### config.mk
export PLATFORM = sky130hd
export DESIGN_NAME = if_stage
export DESIGN_NICKNAME = d
export VERILOG_FILES = /design/src/hw/if_pkg.sv /design/src/hw/if_stage.sv /design/src/hw/if_id_reg.sv /design/src/hw/if_fetch_fsm.sv /design/src/hw/if_fetch_addr_cnt.sv /design/src/hw/if_pc_sel.sv
export SDC_FILE = /design/constraint.sdc
export NUM_CORES = 1
export LEC_CHECK = 0
export ABC_AREA = 1
export BUFFER_PORTS_ARGS = -buffer_cell sky130_fd_sc_hd__buf_4
export CORE_MARGIN = 2
export CORE_UTILIZATION = 53
export CTS_BUF_LIST = sky130_fd_sc_hd__clkbuf_4
export DETAILED_ROUTE_END_ITERATION = 16
export PLACE_DENSITY = 0.89
export SLEW_MARGIN = 10
export SYNTH_ARGS = -nofsm -noshare
export SYNTH_HDL_FRONTEND = slang
export SYNTH_SLANG_ARGS = --single-unit
### constraint.sdc
create_clock -name clk_i -period 5.35 [get_ports clk_i]
set_clock_uncertainty 0.2 [all_clocks]
set_input_delay 0.535 -clock clk_i [delete_from_list [all_inputs] [get_ports clk_i]]
set_output_delay 0.535 -clock clk_i [all_outputs]
set_load 0.05 [all_outputs]
### src/hw/if_pkg.sv
//////////////////////////////////////////////////
// instruction fetch stage package
// widths, debug entry points, selector enums and
// the fetched-word struct shared by the fetch stage
//////////////////////////////////////////////////

package if_pkg;

  //////////////////////////////////////////////////
  // widths with a meaning
  //////////////////////////////////////////////////

  // byte address
  typedef logic [31:0] addr_t;
  // one instruction word
  typedef logic [31:0] instr_t;
  // interrupt number
  typedef logic [4:0]  irq_id_t;
  // exception cause, msb flags an interrupt, low bits carry the irq id
  typedef logic [5:0]  exc_cause_t;

  //////////////////////////////////////////////////
  // selectors and states
  //////////////////////////////////////////////////

  // next pc source
  typedef enum logic [2:0] {
    PC_BOOT = 3'd0,
    PC_JUMP = 3'd1,
    PC_EXC  = 3'd2,
    PC_ERET = 3'd3,
    PC_DRET = 3'd4
  } pc_sel_e;

  // handler address source
  typedef enum logic [1:0] {
    EXC_PC_EXC     = 2'd0,
    EXC_PC_IRQ     = 2'd1,
    EXC_PC_DBD     = 2'd2,
    EXC_PC_DBG_EXC = 2'd3
  } exc_pc_sel_e;

  // bus fetch fsm
  typedef enum logic [1:0] {
    FETCH_IDLE  = 2'd0,
    FETCH_WAIT  = 2'd1,
    FETCH_HOLD  = 2'd2,
    FETCH_FLUSH = 2'd3
  } fetch_state_e;

  // one fetched word with its address and bus error
  typedef struct packed {
    instr_t rdata;
    addr_t  addr;
    logic   err;
  } fetch_rsp_t;

  //////////////////////////////////////////////////
  // constants
  //////////////////////////////////////////////////

  // debug module entry points
  localparam addr_t DM_HALT_ADDR = 32'h1A11_0800;
  localparam addr_t DM_EXC_ADDR  = 32'h1A11_0808;

  // boot and mtvec bases are 256 byte aligned
  localparam int unsigned VEC_ALIGN_BITS = 8;

  // every instruction is one aligned word
  localparam addr_t INSTR_BYTES = 32'd4;

endpackage
### src/hw/if_stage.sv
//////////////////////////////////////////////////
// instruction fetch stage top
// pc selection, fetch counter, bus fsm and if-id register
//////////////////////////////////////////////////

`timescale 1ns/1ps

module if_stage (
  input  logic                 clk_i,
  input  logic                 rst_ni,
  input  logic                 req_i,
  input  if_pkg::addr_t        boot_addr_i,
  // pc control from the controller
  input  logic                 pc_set_i,
  input  if_pkg::pc_sel_e      pc_mux_i,
  input  if_pkg::exc_pc_sel_e  exc_pc_mux_i,
  input  if_pkg::exc_cause_t   exc_cause_i,
  input  if_pkg::addr_t        branch_target_ex_i,
  input  if_pkg::addr_t        csr_mepc_i,
  input  if_pkg::addr_t        csr_depc_i,
  input  if_pkg::addr_t        csr_mtvec_i,
  // id handshake
  input  logic                 id_in_ready_i,
  input  logic                 instr_valid_clear_i,
  // instruction bus
  output logic                 instr_req_o,
  output if_pkg::addr_t        instr_addr_o,
  input  logic                 instr_gnt_i,
  input  logic                 instr_rvalid_i,
  input  if_pkg::instr_t       instr_rdata_i,
  input  logic                 instr_err_i,
  // if-id outputs
  output logic                 instr_valid_id_o,
  output logic                 instr_new_id_o,
  output if_pkg::instr_t       instr_rdata_id_o,
  output logic                 instr_fetch_err_o,
  output if_pkg::addr_t        pc_id_o,
  // misc
  output if_pkg::addr_t        pc_if_o,
  output logic                 csr_mtvec_init_o,
  output logic                 pc_mismatch_alert_o,
  output logic                 if_busy_o
);
  import if_pkg::*;

  addr_t      fetch_addr_n;
  addr_t      fetch_addr;
  logic       fetch_valid;
  fetch_rsp_t fetch_rsp;
  logic       fetch_accept;

  if_pc_sel u_pc_sel (
    .pc_set_i          (pc_set_i),
    .pc_mux_i          (pc_mux_i),
    .exc_pc_mux_i      (exc_pc_mux_i),
    .exc_cause_i       (exc_cause_i),
    .boot_addr_i       (boot_addr_i),
    .branch_target_ex_i(branch_target_ex_i),
    .csr_mepc_i        (csr_mepc_i),
    .csr_depc_i        (csr_depc_i),
    .csr_mtvec_i       (csr_mtvec_i),
    .fetch_addr_n_o    (fetch_addr_n),
    .csr_mtvec_init_o  (csr_mtvec_init_o)
  );

  if_fetch_addr_cnt u_addr_cnt (
    .clk_i         (clk_i),
    .rst_ni        (rst_ni),
    .pc_set_i      (pc_set_i),
    .fetch_addr_n_i(fetch_addr_n),
    .fetch_accept_i(fetch_accept),
    .fetch_addr_o  (fetch_addr)
  );

  if_fetch_fsm u_fetch_fsm (
    .clk_i         (clk_i),
    .rst_ni        (rst_ni),
    .req_i         (req_i),
    .pc_set_i      (pc_set_i),
    .fetch_addr_i  (fetch_addr),
    .fetch_accept_i(fetch_accept),
    .instr_req_o   (instr_req_o),
    .instr_addr_o  (instr_addr_o),
    .instr_gnt_i   (instr_gnt_i),
    .instr_rvalid_i(instr_rvalid_i),
    .instr_rdata_i (instr_rdata_i),
    .instr_err_i   (instr_err_i),
    .fetch_valid_o (fetch_valid),
    .fetch_rsp_o   (fetch_rsp),
    .busy_o        (if_busy_o)
  );

  if_id_reg u_if_id (
    .clk_i              (clk_i),
    .rst_ni             (rst_ni),
    .pc_set_i           (pc_set_i),
    .id_in_ready_i      (id_in_ready_i),
    .instr_valid_clear_i(instr_valid_clear_i),
    .fetch_valid_i      (fetch_valid),
    .fetch_rsp_i        (fetch_rsp),
    .fetch_accept_o     (fetch_accept),
    .instr_valid_id_o   (instr_valid_id_o),
    .instr_new_id_o     (instr_new_id_o),
    .instr_rdata_id_o   (instr_rdata_id_o),
    .instr_fetch_err_o  (instr_fetch_err_o),
    .pc_id_o            (pc_id_o),
    .pc_if_o            (pc_if_o),
    .pc_mismatch_alert_o(pc_mismatch_alert_o)
  );

endmodule

### src/hw/if_id_reg.sv
//////////////////////////////////////////////////
// if-id pipeline register
// accepts fetched words into id, keeps valid/new
// flags and checks sequential pc increments
//////////////////////////////////////////////////

`timescale 1ns/1ps

module if_id_reg (
  input  logic                clk_i,
  input  logic                rst_ni,
  input  logic                pc_set_i,
  input  logic                id_in_ready_i,
  input  logic                instr_valid_clear_i,
  // from the fetch fsm
  input  logic                fetch_valid_i,
  input  if_pkg::fetch_rsp_t  fetch_rsp_i,
  output logic                fetch_accept_o,
  // id side
  output logic                instr_valid_id_o,
  output logic                instr_new_id_o,
  output if_pkg::instr_t      instr_rdata_id_o,
  output logic                instr_fetch_err_o,
  output if_pkg::addr_t       pc_id_o,
  output if_pkg::addr_t       pc_if_o,
  output logic                pc_mismatch_alert_o
);
  import if_pkg::*;

  logic  valid_q, valid_d;
  logic  new_q;
  logic  seq_q, seq_d;
  addr_t pc_next_exp;

  // word moves into id when presented and id is ready
  assign fetch_accept_o = fetch_valid_i & id_in_ready_i;

  // pc of the word currently presented by the fetch fsm
  assign pc_if_o = fetch_rsp_i.addr;

  //////////////////////////////////////////////////
  // valid and new flags
  //////////////////////////////////////////////////

  // valid holds until the controller clears it
  assign valid_d = (fetch_accept_o & ~pc_set_i) | (valid_q & ~instr_valid_clear_i);

  always_ff @(posedge clk_i or negedge rst_ni) begin
    if (!rst_ni) begin
      valid_q <= 1'b0;
      new_q   <= 1'b0;
    end else begin
      valid_q <= valid_d;
      // one cycle marker after each accepting edge
      new_q   <= fetch_accept_o;
    end
  end

  assign instr_valid_id_o = valid_q;
  assign instr_new_id_o   = new_q;

  // data side, loaded on acceptance only
  always_ff @(posedge clk_i) begin
    if (fetch_accept_o) begin
      instr_rdata_id_o  <= fetch_rsp_i.rdata;
      instr_fetch_err_o <= fetch_rsp_i.err;
      pc_id_o           <= fetch_rsp_i.addr;
    end
  end

  //////////////////////////////////////////////////
  // sequential pc check
  //////////////////////////////////////////////////

  // no check across redirects, after bus errors or before the first word
  assign seq_d = (seq_q | fetch_accept_o) & ~pc_set_i & ~(fetch_valid_i & fetch_rsp_i.err);

  always_ff @(posedge clk_i or negedge rst_ni) begin
    if (!rst_ni) begin
      seq_q <= 1'b0;
    end else begin
      seq_q <= seq_d;
    end
  end

  assign pc_next_exp         = pc_id_o + INSTR_BYTES;
  assign pc_mismatch_alert_o = seq_q & fetch_valid_i & (fetch_rsp_i.addr != pc_next_exp);

  // new word in id is valid unless cleared the same cycle
  new_implies_valid_a: assert property (@(posedge clk_i) disable iff (!rst_ni)
    instr_new_id_o |-> instr_valid_id_o || instr_valid_clear_i);

endmodule

### src/hw/if_fetch_fsm.sv
//////////////////////////////////////////////////
// fetch bus fsm
// one outstanding req/gnt/rvalid transfer, a one
// word hold register and dropping of cancelled words
//////////////////////////////////////////////////

`timescale 1ns/1ps

module if_fetch_fsm (
  input  logic                clk_i,
  input  logic                rst_ni,
  input  logic                req_i,
  input  logic                pc_set_i,
  input  if_pkg::addr_t       fetch_addr_i,
  input  logic                fetch_accept_i,
  // instruction bus
  output logic                instr_req_o,
  output if_pkg::addr_t       instr_addr_o,
  input  logic                instr_gnt_i,
  input  logic                instr_rvalid_i,
  input  if_pkg::instr_t      instr_rdata_i,
  input  logic                instr_err_i,
  // towards the if-id register
  output logic                fetch_valid_o,
  output if_pkg::fetch_rsp_t  fetch_rsp_o,
  output logic                busy_o
);
  import if_pkg::*;

  fetch_state_e state_q, state_d;
  fetch_rsp_t   bus_rsp;
  fetch_rsp_t   hold_q;
  logic         hold_en;

  // counter holds the in-flight address until the word is accepted
  assign instr_addr_o = fetch_addr_i;

  assign bus_rsp.rdata = instr_rdata_i;
  assign bus_rsp.addr  = fetch_addr_i;
  assign bus_rsp.err   = instr_err_i;

  //////////////////////////////////////////////////
  // state machine
  //////////////////////////////////////////////////

  always_comb begin
    state_d     = state_q;
    instr_req_o = 1'b0;
    hold_en     = 1'b0;
    case (state_q)
      FETCH_IDLE: begin
        // a pc set withdraws any ungranted request
        instr_req_o = req_i & ~pc_set_i;
        if (req_i && !pc_set_i && instr_gnt_i) begin
          state_d = FETCH_WAIT;
        end
      end
      FETCH_WAIT: begin
        if (instr_rvalid_i) begin
          if (pc_set_i || fetch_accept_i) begin
            state_d = FETCH_IDLE;
          end else begin
            // id stalled, park the word
            hold_en = 1'b1;
            state_d = FETCH_HOLD;
          end
        end else if (pc_set_i) begin
          // granted word still on its way, drop it later
          state_d = FETCH_FLUSH;
        end
      end
      FETCH_HOLD: begin
        if (pc_set_i || fetch_accept_i) begin
          state_d = FETCH_IDLE;
        end
      end
      FETCH_FLUSH: begin
        if (instr_rvalid_i) begin
          state_d = FETCH_IDLE;
        end
      end
      default: state_d = FETCH_IDLE;
    endcase
  end

  always_ff @(posedge clk_i or negedge rst_ni) begin
    if (!rst_ni) begin
      state_q <= FETCH_IDLE;
    end else begin
      state_q <= state_d;
    end
  end

  // hold register, payload only
  always_ff @(posedge clk_i) begin
    if (hold_en) begin
      hold_q <= bus_rsp;
    end
  end

  //////////////////////////////////////////////////
  // outputs to the if-id register
  //////////////////////////////////////////////////

  // a word seen together with a pc set is stale
  assign fetch_valid_o = ~pc_set_i &
                         ((state_q == FETCH_WAIT && instr_rvalid_i) || state_q == FETCH_HOLD);
  assign fetch_rsp_o   = (state_q == FETCH_HOLD) ? hold_q : bus_rsp;
  assign busy_o        = (state_q != FETCH_IDLE);

  // request address comes from the pc mux through the counter
  req_addr_ok_a: assert property (@(posedge clk_i) disable iff (!rst_ni)
    instr_req_o |-> !$isunknown(instr_addr_o) && instr_addr_o[1:0] == 2'b00);

  // bus must not answer without an outstanding grant
  no_rvalid_idle_a: assert property (@(posedge clk_i) disable iff (!rst_ni)
    state_q == FETCH_IDLE |-> !instr_rvalid_i);

endmodule

### src/hw/if_fetch_addr_cnt.sv
//////////////////////////////////////////////////
// fetch address counter
// next word to fetch, reloaded on a pc set and
// stepped by one word per accepted instruction
//////////////////////////////////////////////////

`timescale 1ns/1ps

module if_fetch_addr_cnt (
  input  logic           clk_i,
  input  logic           rst_ni,
  // redirect
  input  logic           pc_set_i,
  input  if_pkg::addr_t  fetch_addr_n_i,
  // id took the current word
  input  logic           fetch_accept_i,
  output if_pkg::addr_t  fetch_addr_o
);
  import if_pkg::*;

  addr_t fetch_addr_q;
  addr_t fetch_addr_d;

  // redirect wins over the sequential step
  always_comb begin
    fetch_addr_d = fetch_addr_q;
    if (pc_set_i) begin
      fetch_addr_d = fetch_addr_n_i;
    end else if (fetch_accept_i) begin
      fetch_addr_d = fetch_addr_q + INSTR_BYTES;
    end
  end

  always_ff @(posedge clk_i or negedge rst_ni) begin
    if (!rst_ni) begin
      fetch_addr_q <= '0;
    end else begin
      fetch_addr_q <= fetch_addr_d;
    end
  end

  // also the address held on the bus and in the response
  assign fetch_addr_o = fetch_addr_q;

  // jump targets and csr returns must keep word alignment
  fetch_addr_aligned_a: assert property (@(posedge clk_i) disable iff (!rst_ni)
    fetch_addr_q[1:0] == 2'b00);

endmodule

### src/hw/if_pc_sel.sv
//////////////////////////////////////////////////
// next pc selection
// picks the handler address and the next fetch pc,
// flags mtvec init on boot
//////////////////////////////////////////////////

`timescale 1ns/1ps

module if_pc_sel (
  input  logic                 pc_set_i,
  input  if_pkg::pc_sel_e      pc_mux_i,
  input  if_pkg::exc_pc_sel_e  exc_pc_mux_i,
  input  if_pkg::exc_cause_t   exc_cause_i,
  input  if_pkg::addr_t        boot_addr_i,
  input  if_pkg::addr_t        branch_target_ex_i,
  input  if_pkg::addr_t        csr_mepc_i,
  input  if_pkg::addr_t        csr_depc_i,
  input  if_pkg::addr_t        csr_mtvec_i,
  output if_pkg::addr_t        fetch_addr_n_o,
  output logic                 csr_mtvec_init_o
);
  import if_pkg::*;

  addr_t   boot_base;
  addr_t   mtvec_base;
  addr_t   exc_pc;
  irq_id_t irq_id;

  // low bits of both bases are ignored
  assign boot_base  = {boot_addr_i[31:VEC_ALIGN_BITS], {VEC_ALIGN_BITS{1'b0}}};
  assign mtvec_base = {csr_mtvec_i[31:VEC_ALIGN_BITS], {VEC_ALIGN_BITS{1'b0}}};

  // the irq selector already implies an interrupt, so only the id bits matter
  assign irq_id = exc_cause_i[4:0];

  //////////////////////////////////////////////////
  // handler address
  //////////////////////////////////////////////////

  always_comb begin
    case (exc_pc_mux_i)
      EXC_PC_EXC:     exc_pc = mtvec_base;
      // one word per vector entry
      EXC_PC_IRQ:     exc_pc = mtvec_base + addr_t'({irq_id, 2'b00});
      EXC_PC_DBD:     exc_pc = DM_HALT_ADDR;
      EXC_PC_DBG_EXC: exc_pc = DM_EXC_ADDR;
      default:        exc_pc = mtvec_base;
    endcase
  end

  //////////////////////////////////////////////////
  // next fetch pc
  //////////////////////////////////////////////////

  always_comb begin
    case (pc_mux_i)
      PC_BOOT: fetch_addr_n_o = boot_base;
      PC_JUMP: fetch_addr_n_o = branch_target_ex_i;
      // trap entry
      PC_EXC:  fetch_addr_n_o = exc_pc;
      // return from trap and from debug
      PC_ERET: fetch_addr_n_o = csr_mepc_i;
      PC_DRET: fetch_addr_n_o = csr_depc_i;
      // unknown selector restarts at boot
      default: fetch_addr_n_o = boot_base;
    endcase
  end

  // csr file loads mtvec from the boot address
  assign csr_mtvec_init_o = pc_set_i & (pc_mux_i == PC_BOOT);

  // boot base must sit on a 256 byte boundary
  boot_addr_aligned_a: assert final (
    $isunknown(boot_addr_i) || boot_addr_i[VEC_ALIGN_BITS-1:0] == '0
  ) else $error("boot address not aligned: %h", boot_addr_i);

  // controller only requests known pc sources
  pc_mux_known_a: assert final (
    pc_set_i !== 1'b1 || pc_mux_i inside {PC_BOOT, PC_JUMP, PC_EXC, PC_ERET, PC_DRET}
  ) else $error("unknown pc selector: %h", pc_mux_i);

endmodule

Word-level counts from Yosys, hierarchy flattened
Index checks and enable logic that the tools add are counted.
Word-level totals
  bits in registers: 167
  latch bits: 0
  memory bits (writable): 0
  bits in read-only memories: 0
  input port bits: 212
  output and inout bits: 135
  logic and storage cells: 73
  memories: 0
Operators by class
  add/sub/neg operators: 3
  multipliers: 0
  divide/modulo/power cells: 0
  $lt $le $gt $ge: 0
  eq/ne operators: 15
  shifts and indexed selects: 0
  mux-type cells: 16
  bitwise logic cells: 16
  reductions and logical operators: 12
Operator list (number)
  $pmux W32 S4: 2
  $mux W65: 1
  $add A32 B3 Y32 const B: 2
  $mux W32: 2
  $add A32 B7 Y32: 1
  $ne A32 B32 Y1: 1
  $mux W2: 6
  $and A1 B1 Y1: 11
  $eq A2 B2 Y1 const B: 4
  $pmux W2 S4: 1
  $eq A3 B2 Y1 const B: 2
  $eq A2 B1 Y1 const B: 2
  $logic_not A2 Y1: 2
  $mux W1: 4
  $ne A2 B1 Y1 const B: 2
  $reduce_and A4 Y1: 1
  $reduce_bool A2 Y1: 2
  $eq A3 B1 Y1 const B: 1
  $eq A3 B3 Y1 const B: 1
  $logic_and A1 B1 Y1: 3
  $logic_not A3 Y1: 1
  $ne A3 B3 Y1 const B: 1
  $not A1 Y1: 3
  $logic_or A1 B1 Y1: 2
  3 further kinds: 4

Logic depth before layout (Yosys ltp)
  depth in word-level cells: 9
  depth in mapped cells: 15
  gate-level depth less buffers: 14

By module
Synthesis repeated with hierarchy kept, for this count alone.
Unflattened totals
  cell total of the unflattened synthesis: 1451
  area, all modules: 10930.5 um2
By module, submodules not included
  if_id_reg: times used 1, cells each 421, area each 3811.2 um2, seq. area each 2026.9 um2
  if_fetch_fsm: times used 1, cells each 347, area each 3239.4 um2, seq. area each 2001.9 um2
  if_fetch_addr_cnt: times used 1, cells each 315, area each 2159.6 um2, seq. area each 800.8 um2
  if_pc_sel: times used 1, cells each 368, area each 1720.4 um2, seq. area each 0.0 um2

Worst setup path before layout
Ideal clock, no wire load.
  path kind: input -> register
  from: in pc_set_i
  to: reg u_fetch_fsm.hold_q[0] in the netlist's numbering, enable pin
  library setup time: 0.489 ns
  arrival: 4.119 ns
  data required time: 4.661 ns
  slack: 0.541 ns
  stages on the path: 7
  path buffers: 4
  cells stage by stage: clkbuf_1 -> inv_1 -> clkbuf_1 -> nand2_2 -> buf_6 -> buf_6 -> nor2_1
Between the ends
  word-level cells in the longest chain between the ends: 7
RTL lines
  from (decl): RTL line if_stage.sv:14  | input logic pc_set_i,
  $not A1 Y1: RTL line if_fetch_fsm.sv:106  | assign fetch_valid_o = ~pc_set_i &
  $and A1 B1 Y1: RTL line if_fetch_fsm.sv:106
  $and A1 B1 Y1: RTL line if_id_reg.sv:36  | assign fetch_accept_o = fetch_valid_i & id_in_ready_i;
  $logic_or A1 B1 Y1 *: RTL line if_fetch_fsm.sv:60  | if (pc_set_i || fetch_accept_i) begin
  $mux W1 *: RTL line if_fetch_fsm.sv:60
  $mux W1 *: RTL line if_fetch_fsm.sv:59  | if (instr_rvalid_i) begin
  $mux W1 *: RTL line if_fetch_fsm.sv:50  | case (state_q)
  via u_fetch_fsm.hold_en: RTL line if_fetch_fsm.sv:33  | logic hold_en;
  to (signal assigned): RTL line if_fetch_fsm.sv:97  | hold_q <= bus_rsp;
  to (decl): RTL line if_fetch_fsm.sv:32  | fetch_rsp_t hold_q;
The timed path passes the listed nets; every way through them passes the cells marked *.
A chain may end at the register's enable or synchronous reset.

Final worst setup path
  from: reg u_fetch_fsm.state_q[1]
  to: out pc_mismatch_alert_o
Between the ends
  word-level cells in the longest chain between the ends: 6
  elaborated cells between the ends (all ways): 9
  those cells by class: 3 x eq/ne; 1 x mux; 3 x bitwise; 2 x reduce/logical
RTL lines
  from (decl): RTL line if_fetch_fsm.sv:30  | fetch_state_e state_q, state_d;
  from (signal assigned): RTL line if_fetch_fsm.sv:90  | state_q <= state_d;
  branches (longest 5 deep; another with $mux W65)
  $and A1 B1 Y1 *: RTL line if_id_reg.sv:87  | assign pc_mismatch_alert_o = seq_q & fetch_valid_i & (fetch_rsp_i.addr != pc_next_exp);
  to (decl): RTL line if_stage.sv:41  | output logic pc_mismatch_alert_o,
Mark *: on every way between the ends.

==> out/metrics.cfg <==
[power_and_ir_drop]
p_seq_frac=0.347
switchingPower_mw=2.81
clockPowerShare=0.140
intPower_mw=2.76
power.static_leakage_nw=6.08
combPwrFrac=0.512
power_mw=5.57
vdd_drop_max_uv=191
power_density_nw_per_um2=425
switching_share=0.505

[die]
die_h_um=142
dieArea_sq_um=20200
core_area_sq_um=18700
ios=347
start_util=0.539
die_x_um=142
rows=50

[worst_setup_path]
r2r-end=u_if_id.pc_id_o[3]
worstSetupEndpointType=primary output
crit_arrival_ns=3.74
max_stage_delay_ns=0.84
cp-start-kind=register
rr_startpoint=u_fetch_fsm.state_q[1]
required_ns=4.62
worst_r2r_path_depth=7
cp_slowest_cell=nor2_4
path_cells=inv_2 > nor2_4 > nand2_1 > o21ai_1 > xnor2_1 > nand2_1 > nor2_1 > nand3_1 > nor2_1 > a21oi_1 > buf_4
crit_type=reg2out
critPathMaxFanout=41
r2r_slack_ns=1.71

[finish]
final_area_sq_um=13100
n_fill_cell=1458
final_common_cell=nand2_1
register_area_sq_um=4830
final_cell_mix=nand2_1 (516), buf_4 (335), edfxtp_1 (130)
area_growth_pct=29.7
multi_input_area_sq_um=4350
nets=1836
drive_above_1_share=0.239
fin_cells=1871

[clocking]
ctsHoldBuffers=38
post_cts_resized=0
cts_sinks=167
cts_tree=done
cts_root_buffer=clkbuf_4
clk_pin_slew_ns=0.16
clk_latency_ns=0.64
post_cts.repair.setup_buffers=0
numCtsBuffers=17
htreeDepth=4
clockBufferDepth=2

[worst_hold_path]
holdPathStages=5
hold-path-endpoint=u_addr_cnt.fetch_addr_o[0]
hp-start=branch_target_ex_i[0]
holdCritPathClass=in2reg

[global_routing]
grt_pass1_vias=9842
grt_pass1_wl_mm=51.4
grt_max_degree=67
track_usage=0.332
overflow=0
antenna_found_initial=2

[timing]
holdWs_ns=0.0547
hold_violations=0
period_minus_slack_ns=4.48
period_share=0.837
timing.fmax_mhz=223
slew_headroom=0.269
drv_slew=0
tightestPinTransition_ns=1.09
fin_tns_setup_ns=0
rsz0062_at_grt=false
finalSetupViolations=0

[detailed_routing]
via_per_inst=5.53
vias=10400
wl_per_cell_um=18.2
ant_nets=0
drt_iter0_markers=1010
dr.pass1.iters=6
drcViolationCount=0
drt_wl_total_mm=34.1

[yosys]
synth_fp_nets=1522
synth_cells=1308
yosysSeqAreaShare=0.479
ys_types=39
async_flop_share=0.222
yosysTopAreaCellShare=0.387
synth-edff-count=130
ys_ff_latch=167
syn_area_per_cell_sq_um=7.71
synth-main-ff-cell=edfxtp_1
synth.top_cells.by_area=edfxtp_1 (39%), nand2_1 (19%), dfrtp_1 (9.2%)
synthesis.area_sq_um=10100
synth_top_cell_by_area=edfxtp_1
yosys_warnings=0

[placement]
gp_congestion=0.973
io_buffers=329
dp_hpwl_mm=24.5
dp_cells=1799
place_area_sq_um=12400

[outcome]
status=complete, no violations

[job]
drv_cap=0

## logic make-up after synthesis
kind of cell             after synthesis  share of synthesized area
flip-flops                           167                      0.479
AND/OR/NAND/NOR                      798                      0.330
buffers and inverters                190                     0.0915
XOR/XNOR                              25                     0.0217
adder cells (fa/ha/maj)                2                    0.00248
AO/OA/AOI/OAI                        126                     0.0757
## power groups by stage
stage / Sequential [mW] / Combinational (mW) / Clock, mW
5_1_grt: 1.95 / 3.04 / 0.831
4_1_cts: 1.92 / 2.80 / 0.777
6_report: 1.93 / 2.85 / 0.782
3_3_place_gp: 1.93 / 2.71 / 0
2_1_floorplan: 2.30 / 1.73 / 0
3_5_place_dp: 1.95 / 2.77 / 0
## per-layer routing
layer	vias to the layer above	wire length, um	global-route usage
li1	4930	-	-
met2	621	17100	0.579
met3	121	2860	0.0589
met1	4682	12400	0.391
met5	-	0	0
met4	0	1730	0.181
## cell usage after synthesis (4+ instances only)
cell type,instances
a21oi_1,33
a22oi_1,8
a31oi_1,17
buf_2,9
buf_4,35
buf_6,9
clkbuf_1,25
dfrtp_1,37
edfxtp_1,130
inv_1,106
inv_2,4
nand2_1,516
nand3_1,115
nand3b_1,6
nand4_1,26
nor2_1,102
nor3_1,13
nor4_1,4
o21ai_0,34
o21ai_1,7
o21ai_2,6
o221ai_1,12
xnor2_1,8
xor2_1,17
## flip-flops by register name, summed over array words and instances, names as in the netlist
signal / cells
u_fetch_fsm.state_q: 2
u_if_id.instr_valid_id_o: 1
u_if_id.instr_fetch_err_o: 1
u_if_id.pc_id_o: 32
u_addr_cnt.fetch_addr_o: 32
u_if_id.seq_q: 1
u_fetch_fsm.hold_q: 65
u_if_id.instr_rdata_id_o: 32
u_if_id.instr_new_id_o: 1
## metrics by stage
step                setup WS (ns)  utilization
finish                      0.874        0.700
global route                0.615        0.700
CTS                          1.01        0.699
detailed placement           1.66        0.663
global placement             1.74        0.663
floorplan                   0.541            -
## cell type report
type                    instances  area share
flip-flops and latches        167       0.369
multi-input cells             951       0.332
repair buffers                373       0.221
inverters                     112      0.0321
well taps                     234      0.0224
clock inverters                14      0.0123
clock buffers                  18      0.0103
diodes                          2    0.000382
## worst max-delay path by stage
stage | start | to | depth (start not counted) | slack, ns
after floorplan | pc_set_i | u_fetch_fsm.hold_q[0] | 7 | 0.54
after global placement | u_fetch_fsm.state_q[1] | pc_mismatch_alert_o | 10 | 1.74
after detailed placement | u_fetch_fsm.state_q[1] | pc_mismatch_alert_o | 10 | 1.66
after CTS | u_fetch_fsm.state_q[1] | pc_mismatch_alert_o | 10 | 1.01
after global routing | u_fetch_fsm.state_q[1] | pc_mismatch_alert_o | 14 | 0.61
final | u_fetch_fsm.state_q[1] | pc_mismatch_alert_o | 11 | 0.87
## critical path: cells and delay by family, from the launching register on
| kind | cells | cell delay (ns) |
|---|---|---|
| buffers and inverters | 2 | 0.33 |
| DFF | 1 | 0.76 |
| and+or+nand+nor | 6 | 1.49 |
| xor gates and xnor gates | 1 | 0.18 |
| AOI/OAI and AO/OA | 2 | 0.34 |
No activity file was read; power rests on OpenSTA's default activity.
